[config.mk]
export PLATFORM = sky130hd
export DESIGN_NAME = dcache_top
export DESIGN_NICKNAME = d
export VERILOG_FILES = /design/src/dcache_pkg.sv /design/src/dcache_store.sv /design/src/dcache_ctrl.sv /design/src/dcache_axi_master.sv /design/src/dcache_top.sv
export VERILOG_INCLUDE_DIRS = /design/src
export SDC_FILE = /design/constraint.sdc
export NUM_CORES = 1
export LEC_CHECK = 0
export BUFFER_PORTS_ARGS = -buffer_cell sky130_fd_sc_hd__buf_2
export CORE_UTILIZATION = 43
export DETAILED_ROUTE_END_ITERATION = 8
export PLACE_DENSITY = 0.71
export REMOVE_ABC_BUFFERS = 1
export SLEW_MARGIN = 20
export SYNTH_ARGS = -nofsm -noshare
export SYNTH_HDL_FRONTEND = slang
export SYNTH_SLANG_ARGS = --single-unit
[constraint.sdc]
create_clock -name clk -period 12.15 [get_ports clk]
set_clock_uncertainty 0.15 [all_clocks]
set_input_delay 0.6075 -clock clk [delete_from_list [all_inputs] [get_ports clk]]
set_output_delay 0.6075 -clock clk [all_outputs]
set_load 0.01 [all_outputs]
[src/dcache_macros.svh]
`ifndef DCACHE_MACROS_SVH
`define DCACHE_MACROS_SVH

// geometry of the direct mapped array
`define DCACHE_LINES       4
`define DCACHE_BLOCK_BYTES 16
`define DCACHE_BEATS       4

// address split: tag | index | offset
`define DCACHE_OFFSET_W    4
`define DCACHE_INDEX_W     2
`define DCACHE_TAG_W       26

// axi encodings used for line transfers
`define DCACHE_BURST_LEN   8'd3
`define DCACHE_WORD_SIZE   3'd2

// cacheable window, everything else goes out uncached
`define DCACHE_CACHED_BASE 32'h8000_0000
`define DCACHE_CACHED_END  32'h9FFF_FFFF

`endif

[src/dcache_pkg.sv]
`include "dcache_macros.svh"

package dcache_pkg;

    typedef enum logic [2:0] {
        ST_IDLE,
        ST_LOOKUP,
        ST_HIT,
        ST_MISS_WB,
        ST_MISS_LOAD,
        ST_FLUSH_SCAN,
        ST_FLUSH_WB
    } dcache_state_t;

    typedef logic [`DCACHE_TAG_W-1:0]   tag_t;
    typedef logic [`DCACHE_INDEX_W-1:0] index_t;

    // word position inside a line, also the burst beat count
    typedef logic [1:0] beat_t;

    typedef logic [31:0] word_t;
    typedef logic [3:0]  strb_t;

    typedef logic [`DCACHE_BLOCK_BYTES*8-1:0] line_t;

endpackage

[src/dcache_store.sv]
`include "dcache_macros.svh"

module dcache_store
    import dcache_pkg::*;
(
    input  logic   clk,
    input  logic   rst,
    input  index_t lookup_index,
    input  tag_t   lookup_tag,
    input  logic   hit_write,
    input  word_t  hit_wdata,
    input  strb_t  hit_wstrb,
    input  beat_t  hit_offset,
    input  logic   fill_commit,
    input  logic   clean,
    input  logic   beat_we,
    input  beat_t  beat_idx,
    input  word_t  fill_word,
    output logic   hit,
    output logic   victim_dirty,
    output tag_t   victim_tag,
    output word_t  hit_rdata,
    output word_t  beat_rdata
);

    tag_t  tags [`DCACHE_LINES];
    line_t data [`DCACHE_LINES];
    logic [`DCACHE_LINES-1:0] valid_q;
    logic [`DCACHE_LINES-1:0] dirty_q;

    assign hit          = valid_q[lookup_index] && (tags[lookup_index] == lookup_tag);
    assign victim_dirty = valid_q[lookup_index] && dirty_q[lookup_index];
    assign victim_tag   = tags[lookup_index];
    assign hit_rdata    = data[lookup_index][32*hit_offset +: 32];
    assign beat_rdata   = data[lookup_index][32*beat_idx +: 32];

    always_ff @(posedge clk) begin
        if (rst) begin
            valid_q <= '0;
            dirty_q <= '0;
        end else begin
            if (hit_write) begin
                dirty_q[lookup_index] <= 1'b1;
            end
            // a fresh line arrives clean
            if (fill_commit) begin
                valid_q[lookup_index] <= 1'b1;
                dirty_q[lookup_index] <= 1'b0;
            end
            if (clean) begin
                dirty_q[lookup_index] <= 1'b0;
            end
        end
    end

    always_ff @(posedge clk) begin
        if (hit_write) begin
            for (int b = 0; b < 4; b++) begin
                if (hit_wstrb[b]) begin
                    data[lookup_index][32*hit_offset + 8*b +: 8] <= hit_wdata[8*b +: 8];
                end
            end
        end
        if (beat_we) begin
            data[lookup_index][32*beat_idx +: 32] <= fill_word;
        end
        if (fill_commit) begin
            tags[lookup_index] <= lookup_tag;
        end
    end

    // a fill never overlaps a hit store
    assert property (@(posedge clk) disable iff (rst) !(hit_write && beat_we));

endmodule

[src/dcache_ctrl.sv]
`include "dcache_macros.svh"

module dcache_ctrl
    import dcache_pkg::*;
(
    input  logic        clk,
    input  logic        rst,
    input  logic        req,
    input  logic        we,
    input  logic [31:0] addr,
    input  word_t       wdata,
    input  strb_t       wstrb,
    input  logic [2:0]  size,
    input  logic        fencei,
    input  logic        hit,
    input  logic        victim_dirty,
    input  tag_t        victim_tag,
    input  logic        wr_done,
    input  logic        rd_done,
    input  word_t       hit_rdata,
    input  word_t       rd_word,
    output logic        valid,
    output word_t       rdata,
    output logic        flush_done,
    output index_t      lookup_index,
    output tag_t        lookup_tag,
    output logic        hit_write,
    output word_t       hit_wdata,
    output strb_t       hit_wstrb,
    output beat_t       hit_offset,
    output logic        fill_commit,
    output logic        clean,
    output logic        start_wr,
    output logic        start_rd,
    output logic        burst,
    output logic [31:0] wr_addr,
    output logic [31:0] rd_addr,
    output logic [2:0]  size_out,
    output word_t       wr_word,
    output strb_t       wr_strb
);

    dcache_state_t state;
    logic        cached;
    logic        saved_we;
    logic [31:0] saved_addr;
    word_t       saved_wdata;
    strb_t       saved_wstrb;
    logic [2:0]  saved_size;
    index_t      cur_idx;
    logic        in_win;
    logic        last_idx;

    assign in_win   = (addr >= `DCACHE_CACHED_BASE) && (addr <= `DCACHE_CACHED_END);
    assign last_idx = (cur_idx == index_t'(`DCACHE_LINES - 1));

    assign lookup_index = cur_idx;
    assign lookup_tag   = saved_addr[31 -: `DCACHE_TAG_W];
    assign hit_offset   = saved_addr[3:2];
    assign hit_wdata    = saved_wdata;
    assign hit_wstrb    = saved_wstrb;
    assign hit_write    = (state == ST_HIT) && saved_we;
    assign fill_commit  = (state == ST_MISS_LOAD) && rd_done && cached;
    assign clean        = (state == ST_FLUSH_WB) && wr_done;

    // line transfers for cacheable work and the fence walk
    assign burst    = cached;
    assign wr_addr  = cached ? {victim_tag, cur_idx, {`DCACHE_OFFSET_W{1'b0}}} : saved_addr;
    assign rd_addr  = cached ? {saved_addr[31:`DCACHE_OFFSET_W], {`DCACHE_OFFSET_W{1'b0}}}
                             : saved_addr;
    assign size_out = saved_size;
    assign wr_word  = saved_wdata;
    assign wr_strb  = saved_wstrb;

    always_ff @(posedge clk) begin
        if (rst) begin
            state      <= ST_IDLE;
            valid      <= 1'b0;
            flush_done <= 1'b0;
            start_wr   <= 1'b0;
            start_rd   <= 1'b0;
            cached     <= 1'b0;
            cur_idx    <= '0;
        end else begin
            valid      <= 1'b0;
            flush_done <= 1'b0;
            start_wr   <= 1'b0;
            start_rd   <= 1'b0;
            case (state)
                ST_IDLE: begin
                    if (fencei) begin
                        cached  <= 1'b1;
                        cur_idx <= '0;
                        state   <= ST_FLUSH_SCAN;
                    end else if (req) begin
                        cached  <= in_win;
                        cur_idx <= addr[`DCACHE_OFFSET_W +: `DCACHE_INDEX_W];
                        if (in_win) begin
                            state <= ST_LOOKUP;
                        end else if (we) begin
                            state    <= ST_MISS_WB;
                            start_wr <= 1'b1;
                        end else begin
                            state    <= ST_MISS_LOAD;
                            start_rd <= 1'b1;
                        end
                    end
                end
                ST_LOOKUP: begin
                    if (hit) begin
                        state <= ST_HIT;
                    end else if (victim_dirty) begin
                        state    <= ST_MISS_WB;
                        start_wr <= 1'b1;
                    end else begin
                        state    <= ST_MISS_LOAD;
                        start_rd <= 1'b1;
                    end
                end
                ST_HIT: begin
                    valid <= 1'b1;
                    state <= ST_IDLE;
                end
                ST_MISS_WB: begin
                    if (wr_done && cached) begin
                        state    <= ST_MISS_LOAD;
                        start_rd <= 1'b1;
                    end else if (wr_done) begin
                        valid <= 1'b1;
                        state <= ST_IDLE;
                    end
                end
                ST_MISS_LOAD: begin
                    // cacheable fills replay the lookup
                    if (rd_done && cached) begin
                        state <= ST_LOOKUP;
                    end else if (rd_done) begin
                        valid <= 1'b1;
                        state <= ST_IDLE;
                    end
                end
                ST_FLUSH_SCAN: begin
                    if (victim_dirty) begin
                        state    <= ST_FLUSH_WB;
                        start_wr <= 1'b1;
                    end else if (last_idx) begin
                        flush_done <= 1'b1;
                        state      <= ST_IDLE;
                    end else begin
                        cur_idx <= cur_idx + 1'b1;
                    end
                end
                ST_FLUSH_WB: begin
                    if (wr_done && last_idx) begin
                        flush_done <= 1'b1;
                        state      <= ST_IDLE;
                    end else if (wr_done) begin
                        cur_idx <= cur_idx + 1'b1;
                        state   <= ST_FLUSH_SCAN;
                    end
                end
                default: state <= ST_IDLE;
            endcase
        end
    end

    always_ff @(posedge clk) begin
        if ((state == ST_IDLE) && req && !fencei) begin
            saved_we    <= we;
            saved_addr  <= addr;
            saved_wdata <= wdata;
            saved_wstrb <= wstrb;
            saved_size  <= size;
        end
        if ((state == ST_HIT) && !saved_we) begin
            rdata <= hit_rdata;
        end else if ((state == ST_MISS_LOAD) && rd_done && !cached) begin
            rdata <= rd_word;
        end
    end

    assert property (@(posedge clk) disable iff (rst) !(start_wr && start_rd));
    assert property (@(posedge clk) disable iff (rst) valid |=> !valid);

endmodule

[src/dcache_axi_master.sv]
`include "dcache_macros.svh"

module dcache_axi_master
    import dcache_pkg::*;
(
    input  logic        clk,
    input  logic        rst,
    input  logic        start_wr,
    input  logic        start_rd,
    input  logic        burst,
    input  logic [31:0] wr_addr,
    input  logic [31:0] rd_addr,
    input  logic [2:0]  size,
    input  word_t       wr_word,
    input  strb_t       wr_strb,
    input  word_t       beat_rdata,
    output logic        wr_done,
    output logic        rd_done,
    output logic        beat_we,
    output beat_t       beat_idx,
    output word_t       fill_word,
    output word_t       rd_word,
    output logic        axi_arvalid,
    input  logic        axi_arready,
    output logic [31:0] axi_araddr,
    output logic [7:0]  axi_arlen,
    output logic [2:0]  axi_arsize,
    input  logic        axi_rvalid,
    output logic        axi_rready,
    input  word_t       axi_rdata,
    input  logic        axi_rlast,
    output logic        axi_awvalid,
    input  logic        axi_awready,
    output logic [31:0] axi_awaddr,
    output logic [7:0]  axi_awlen,
    output logic [2:0]  axi_awsize,
    output logic        axi_wvalid,
    input  logic        axi_wready,
    output word_t       axi_wdata,
    output strb_t       axi_wstrb,
    output logic        axi_wlast,
    input  logic        axi_bvalid
);

    logic  wr_busy;
    logic  wr_burst;
    logic  rd_burst;
    logic  aw_ok;
    logic  w_ok;
    logic  b_ok;
    beat_t wbeat;
    beat_t rbeat;

    // one beat index shared by write-out and fill
    assign beat_idx  = wr_busy ? wbeat : rbeat;
    assign beat_we   = axi_rvalid && axi_rready && rd_burst;
    assign fill_word = axi_rdata;
    assign axi_wdata = wr_burst ? beat_rdata : wr_word;
    assign axi_wstrb = wr_burst ? 4'hf : wr_strb;

    always_ff @(posedge clk) begin
        if (rst) begin
            axi_awvalid <= 1'b0;
            axi_wvalid  <= 1'b0;
            axi_wlast   <= 1'b0;
            wr_busy     <= 1'b0;
            wr_done     <= 1'b0;
            wbeat       <= '0;
        end else begin
            wr_done <= 1'b0;
            if (start_wr) begin
                axi_awvalid <= 1'b1;
                axi_awaddr  <= wr_addr;
                axi_awlen   <= burst ? `DCACHE_BURST_LEN : 8'd0;
                axi_awsize  <= burst ? `DCACHE_WORD_SIZE : size;
                axi_wvalid  <= 1'b1;
                axi_wlast   <= !burst;
                wr_burst    <= burst;
                wr_busy     <= 1'b1;
                wbeat       <= '0;
                aw_ok       <= 1'b0;
                w_ok        <= 1'b0;
                b_ok        <= 1'b0;
            end else if (wr_busy) begin
                if (axi_awvalid && axi_awready) begin
                    axi_awvalid <= 1'b0;
                    aw_ok       <= 1'b1;
                end
                if (axi_wvalid && axi_wready && axi_wlast) begin
                    axi_wvalid <= 1'b0;
                    axi_wlast  <= 1'b0;
                    w_ok       <= 1'b1;
                end else if (axi_wvalid && axi_wready) begin
                    wbeat     <= wbeat + 1'b1;
                    axi_wlast <= (wbeat == 2'd2);
                end
                if (axi_bvalid) begin
                    b_ok <= 1'b1;
                end
                if (aw_ok && w_ok && b_ok) begin
                    wr_busy <= 1'b0;
                    wr_done <= 1'b1;
                end
            end
        end
    end

    always_ff @(posedge clk) begin
        if (rst) begin
            axi_arvalid <= 1'b0;
            axi_rready  <= 1'b0;
            rd_done     <= 1'b0;
            rbeat       <= '0;
        end else begin
            rd_done <= 1'b0;
            if (start_rd) begin
                axi_arvalid <= 1'b1;
                axi_araddr  <= rd_addr;
                axi_arlen   <= burst ? `DCACHE_BURST_LEN : 8'd0;
                axi_arsize  <= burst ? `DCACHE_WORD_SIZE : size;
                axi_rready  <= 1'b1;
                rd_burst    <= burst;
                rbeat       <= '0;
            end else begin
                if (axi_arvalid && axi_arready) begin
                    axi_arvalid <= 1'b0;
                end
                if (axi_rvalid && axi_rready) begin
                    rbeat   <= rbeat + 1'b1;
                    rd_word <= axi_rdata;
                    if (axi_rlast) begin
                        axi_rready <= 1'b0;
                        rd_done    <= 1'b1;
                    end
                end
            end
        end
    end

    assert property (@(posedge clk) disable iff (rst) axi_wlast |-> axi_wvalid);
    // fill beat 3 must be the last one
    assert property (@(posedge clk) disable iff (rst)
        (beat_we && !axi_rlast) |-> (beat_idx != 2'd3));

endmodule

[src/dcache_top.sv]
module dcache_top
    import dcache_pkg::*;
(
    input  logic        clk,
    input  logic        rst,
    input  logic        req,
    input  logic        we,
    input  logic [31:0] addr,
    input  word_t       wdata,
    input  strb_t       wstrb,
    input  logic [2:0]  size,
    input  logic        fencei,
    output logic        valid,
    output word_t       rdata,
    output logic        flush_done,
    output logic        axi_arvalid,
    input  logic        axi_arready,
    output logic [31:0] axi_araddr,
    output logic [7:0]  axi_arlen,
    output logic [2:0]  axi_arsize,
    input  logic        axi_rvalid,
    output logic        axi_rready,
    input  word_t       axi_rdata,
    input  logic        axi_rlast,
    output logic        axi_awvalid,
    input  logic        axi_awready,
    output logic [31:0] axi_awaddr,
    output logic [7:0]  axi_awlen,
    output logic [2:0]  axi_awsize,
    output logic        axi_wvalid,
    input  logic        axi_wready,
    output word_t       axi_wdata,
    output strb_t       axi_wstrb,
    output logic        axi_wlast,
    input  logic        axi_bvalid
);

    // controller to store
    index_t lookup_index;
    tag_t   lookup_tag;
    tag_t   victim_tag;
    logic   hit;
    logic   victim_dirty;
    logic   hit_write;
    word_t  hit_wdata;
    strb_t  hit_wstrb;
    beat_t  hit_offset;
    word_t  hit_rdata;
    logic   fill_commit;
    logic   clean;

    // controller to axi master
    logic        start_wr;
    logic        start_rd;
    logic        burst;
    logic        wr_done;
    logic        rd_done;
    logic [31:0] wr_addr;
    logic [31:0] rd_addr;
    logic [2:0]  size_out;
    word_t       wr_word;
    strb_t       wr_strb;
    word_t       rd_word;

    // axi master to store
    logic  beat_we;
    beat_t beat_idx;
    word_t fill_word;
    word_t beat_rdata;

    dcache_ctrl u_ctrl (.*);

    dcache_store u_store (.*);

    dcache_axi_master u_axi_master (
        .*,
        .size(size_out)
    );

endmodule

==> results.yml <==
run_status:
  outcome: "finished clean"
worst_hold_path:
  whs_endpoint: "u_ctrl.saved_addr[5]"
  holdCritStartpoint: "addr[5]"
  min_delay_path_depth: 1
  timing.hold.worst.class: "input pin to register"
routing:
  viasPerCell: 5.97
  ant_nets: 0
  first_pass_iters: 7
  count_of_routing_violations_after_the_opening_detailed_route_iteration: 2087
  routed_wl_per_cell_um: 27.0
  remaining_routing_drc_violations: 0
  routed_wl_um: 94200
  route.vias.total: 20791
clock_network:
  buffer_type_at_the_clock_tree_root: "sky130_fd_sc_hd__clkbuf_16"
  postCtsSetupRepairBufs: 0
  cts_h_tree_lvls: 3
  numCtsBuffers: 91
  clk_pin_slew_ns: 0.06
  clockBufferDepth: 3
  clock_sink_count: 859
  cts_tree: "yes"
  post_cts_resized: 0
  clock_latency_ns: 0.65
pwr:
  power.clock.fraction_pct: 36.3
  seq_power_share_pct: 45.5
  net-switching-power_w: 0.00212
  power.static_leakage_nw: 14.7
  share_comb_of_total_power_pct: 18.2
  p_sw_share_pct: 27.1
  intPower_w: 0.00570
  cellPowerDensity_nw_per_um2: 186
  ir_worst_vdd_v: 0.000162
timing:
  layout_worst_path_cycle_share_pct: 39.2
  timing.fmax_ghz: 0.210
  setup_repair_after_global_routing_missed_its_margin: "false"
  period_minus_slack_ns: 4.77
  pins_over_slew_limit: 0
  max_slew_margin_pct: 17.2
  setup-tns-final_ns: 0
  worstMarginPinSlew_ns: 1.24
  report.final.hold_viol_count: 0
  timing.final.setup_violations: 0
floorplanning:
  die_height_um: 291
  die_area_sq_um: 84500
  fp-row-count: 105
  die_x_um: 291
  start_util_pct: 43.6
  core_area_sq_um: 82200
  boundaryPins: 275
yosys:
  ys.warnings.count: 0
  async_flop_share_pct: 0
  syn_avg_cell_area_sq_um: 17.9
  synth_seq_area_share_pct: 71.1
  synth.ff_latch_count: 859
  synthesized_cell_area_sq_um: 35800
  syn_inst: 1998
  synth_ff_type: "sky130_fd_sc_hd__edfxtp_1"
  synth-edff-count: 827
  post_synth_num_cell_types: 65
place:
  place.detailed.instances: 3246
  io_buffers: 262
  dp_hpwl_um: 58600
  finalWeightedCongestion: 0.829
run:
  max_cap_violations: 0
finish:
  final_nets: 2467
  final_standard_cell_count_with_taps_included_and_fillers_excluded: 3485
  area_delta_synth_final_pct: 17.5
  share_of_final_layout_standard_cells_stronger_than_drive_strength_1_pct: 30.1
critical_path:
  rr_startpoint: "u_axi_master.wr_busy"
  crit_path_max_fanout: 113
  critical_path.reg2reg.endpoint: "u_store.data[0][31]"
  setup.worst_path.class: "register to primary output"
  worst-endpoint-required_ns: 11.39
  rrSetupSlack_ns: 7.56
  timing.critical_path.arrival_ns: 4.01
  worstSetupStartpointType: "register"
  r2r.worst_path.cells: 8
  cp-end-kind: "primary output"
global_route:
  grt_pass1_wl_um: 138000
  grt-ovfl-total: 0
  first_global_vias: 21429
  largest_net_degree_at_the_start_of_global_routing: 129
  grt_usage_pct: 22.0
  antenna_violations_before_repair: 10
[flip-flops by register name, summed over array words and instances (netlist names), 2 cells and up, named ones only]
register                 flops
u_axi_master.rbeat           2
u_ctrl.saved_addr           32
u_axi_master.wbeat           2
u_ctrl.hit_wstrb             4
u_ctrl.hit_wdata            32
u_store.tags               104
u_store.valid_q              4
u_axi_master.axi_araddr     32
u_axi_master.axi_arsize      3
u_axi_master.axi_awsize      3
u_store.dirty_q              4
u_ctrl.rdata                32
u_ctrl.lookup_index          2
u_axi_master.rd_word        32
u_store.data               512
u_ctrl.state                 3
u_ctrl.size_out              3
u_axi_master.axi_awaddr     32
[worst max path at each step]
| stage | start | to | slack [ns] |
|---|---|---|---|
| 4_1_cts | register | axi_wdata[27] | 7.31 |
| 5_1_grt | register | axi_wdata[31] | 7.12 |
| 3_5_place_dp | u_axi_master.wr_busy | u_store.data[0][8] | 7.68 |
| 6_report | register | axi_wdata[27] | 7.38 |
| 2_1_floorplan | register | u_ctrl.state[1] | 3.08 |
| 3_3_place_gp | u_axi_master.wr_busy | u_store.data[0][29] | 7.80 |
[worst max-delay path: stages (launching register included)]
cell and delay (ns):
sky130_fd_sc_hd__dfxtp_4 0.94, sky130_fd_sc_hd__buf_12 0.71, sky130_fd_sc_hd__mux4_2 0.67, sky130_fd_sc_hd__nand2_1 0.09
sky130_fd_sc_hd__and3_1 0.17, sky130_fd_sc_hd__a31oi_1 0.05, sky130_fd_sc_hd__mux2_2 0.34, sky130_fd_sc_hd__buf_2 0.15
[final cells by class]
type / count / area (sq um)
multi-input cells: 999 / 9810
flip-flops and latches: 859 / 25500
fillers: 6532 / 40100
clock inverters: 57 / 639
diodes: 2 / 5.00
repair buffers: 364 / 2280
clock buffers: 112 / 2450
inverters: 22 / 83.8
well taps: 1070 / 1340
[logic make-up after synthesis]
group                    Yosys count  share of synthesized area, %
multiplexers                     292                          14.8
XOR/XNOR                          24                         0.587
AO/OA/AOI/OAI                    262                          5.58
adder cells (fa/ha/maj)           16                         0.559
buffers and inverters            151                          1.98
other                              1                        0.0105
AND/OR/NAND/NOR                  393                          5.46
flip-flops                       859                          71.1
[what timing repair did]
action,4_1_cts,5_1_grt
setup endpoints to repair,0,0
endpoints found under the hold margin,68,0
hold buffers,68,0
[power by group through the flow]
| stage | clock network, W | registers (W) | logic, W |
|---|---|---|---|
| CTS | 0.00288 | 0.00356 | 0.00143 |
| global placement | 0 | 0.00362 | 0.00138 |
| floorplan | 0 | 0.00368 | 0.000955 |
| global route | 0.00299 | 0.00357 | 0.00151 |
| finish | 0.00284 | 0.00356 | 0.00142 |
| detailed placement | 0 | 0.00362 | 0.00140 |
[cell usage after synthesis, drive strengths merged (3+ instances only)]
cell type  number  area, sq um
nor2b          75          469
edfxtp        827        24800
buf            58          360
mux2i          29          290
xnor2          17          149
a22oi           4         35.0
mux4          178         4040
nor4            4         31.3
and3           39          244
and2           12         75.1
nor4b           6         52.6
o22ai           3         18.8
or2             6         37.5
nand3          10         50.1
nand4           6         37.5
clkbuf         71          267
a21oi          38          190
a211oi         10         75.1
a31oi          35          219
nor2           49          184
ha             16          200
a221oi          3         26.3
nor3            9         50.1
or3             3         18.8
inv            22         82.6
o21ai          12         60.1
nor3b           5         37.5
a2111oi         3         26.3
a31o            4         35.0
a22o          128         1120
xor2            7         61.3
mux2           85          957
o21a            3         22.5
nand2         161          604
o211ai          4         30.0
dfxtp          32          641
[per-layer routing]
layer  track usage [%]  wire length [um]  up-vias
li1                  -                 -     8727
met1              28.0             35900    10689
met2              36.4             46000     1132
met3              5.06              8460      225
met4              9.16              3660       18
met5                 0               119        -
[cell usage in the layout (no fill, tap or decap), types with 11 or more instances in the layout]
| cell | instances |
|---|---|
| sky130_fd_sc_hd__mux2_2 | 85 |
| sky130_fd_sc_hd__o21ai_0 | 12 |
| sky130_fd_sc_hd__mux2i_1 | 28 |
| sky130_fd_sc_hd__clkbuf_16 | 95 |
| sky130_fd_sc_hd__clkinv_1 | 23 |
| sky130_fd_sc_hd__edfxtp_1 | 827 |
| sky130_fd_sc_hd__xnor2_1 | 17 |
| sky130_fd_sc_hd__nor2b_2 | 11 |
| sky130_fd_sc_hd__a31oi_1 | 35 |
| sky130_fd_sc_hd__nor2_1 | 46 |
| sky130_fd_sc_hd__nand2_1 | 161 |
| sky130_fd_sc_hd__buf_4 | 31 |
| sky130_fd_sc_hd__bufinv_16 | 11 |
| sky130_fd_sc_hd__clkinv_2 | 11 |
| sky130_fd_sc_hd__a22o_1 | 128 |
| sky130_fd_sc_hd__dlygate4sd3_1 | 68 |
| sky130_fd_sc_hd__dfxtp_1 | 29 |
| sky130_fd_sc_hd__nor2b_1 | 63 |
| sky130_fd_sc_hd__inv_1 | 19 |
| sky130_fd_sc_hd__a21oi_1 | 38 |
| sky130_fd_sc_hd__mux4_2 | 170 |
| sky130_fd_sc_hd__buf_2 | 262 |
| sky130_fd_sc_hd__and2_1 | 12 |
| sky130_fd_sc_hd__clkbuf_1 | 16 |
| sky130_fd_sc_hd__and3_1 | 39 |
| sky130_fd_sc_hd__ha_1 | 16 |
| sky130_fd_sc_hd__conb_1 | 12 |
[metrics by stage]
stage | instance area, sq um | power, W | hold WS, ns | util [%] | setup WS, ns
finish | 42100 | 0.00782 | 0.0541 | 51.2 | 7.38
global route | 42100 | 0.00807 | 0.0362 | 51.2 | 7.12
floorplan | 35300 | 0.00464 | 0.272 | - | 3.08
global placement | 38300 | 0.00499 | 0.280 | 46.5 | 7.80
CTS | 42100 | 0.00787 | 0.0241 | 51.2 | 7.31
detailed placement | 38300 | 0.00502 | 0.286 | 46.6 | 7.68
(Power assumes the default switching activity.)
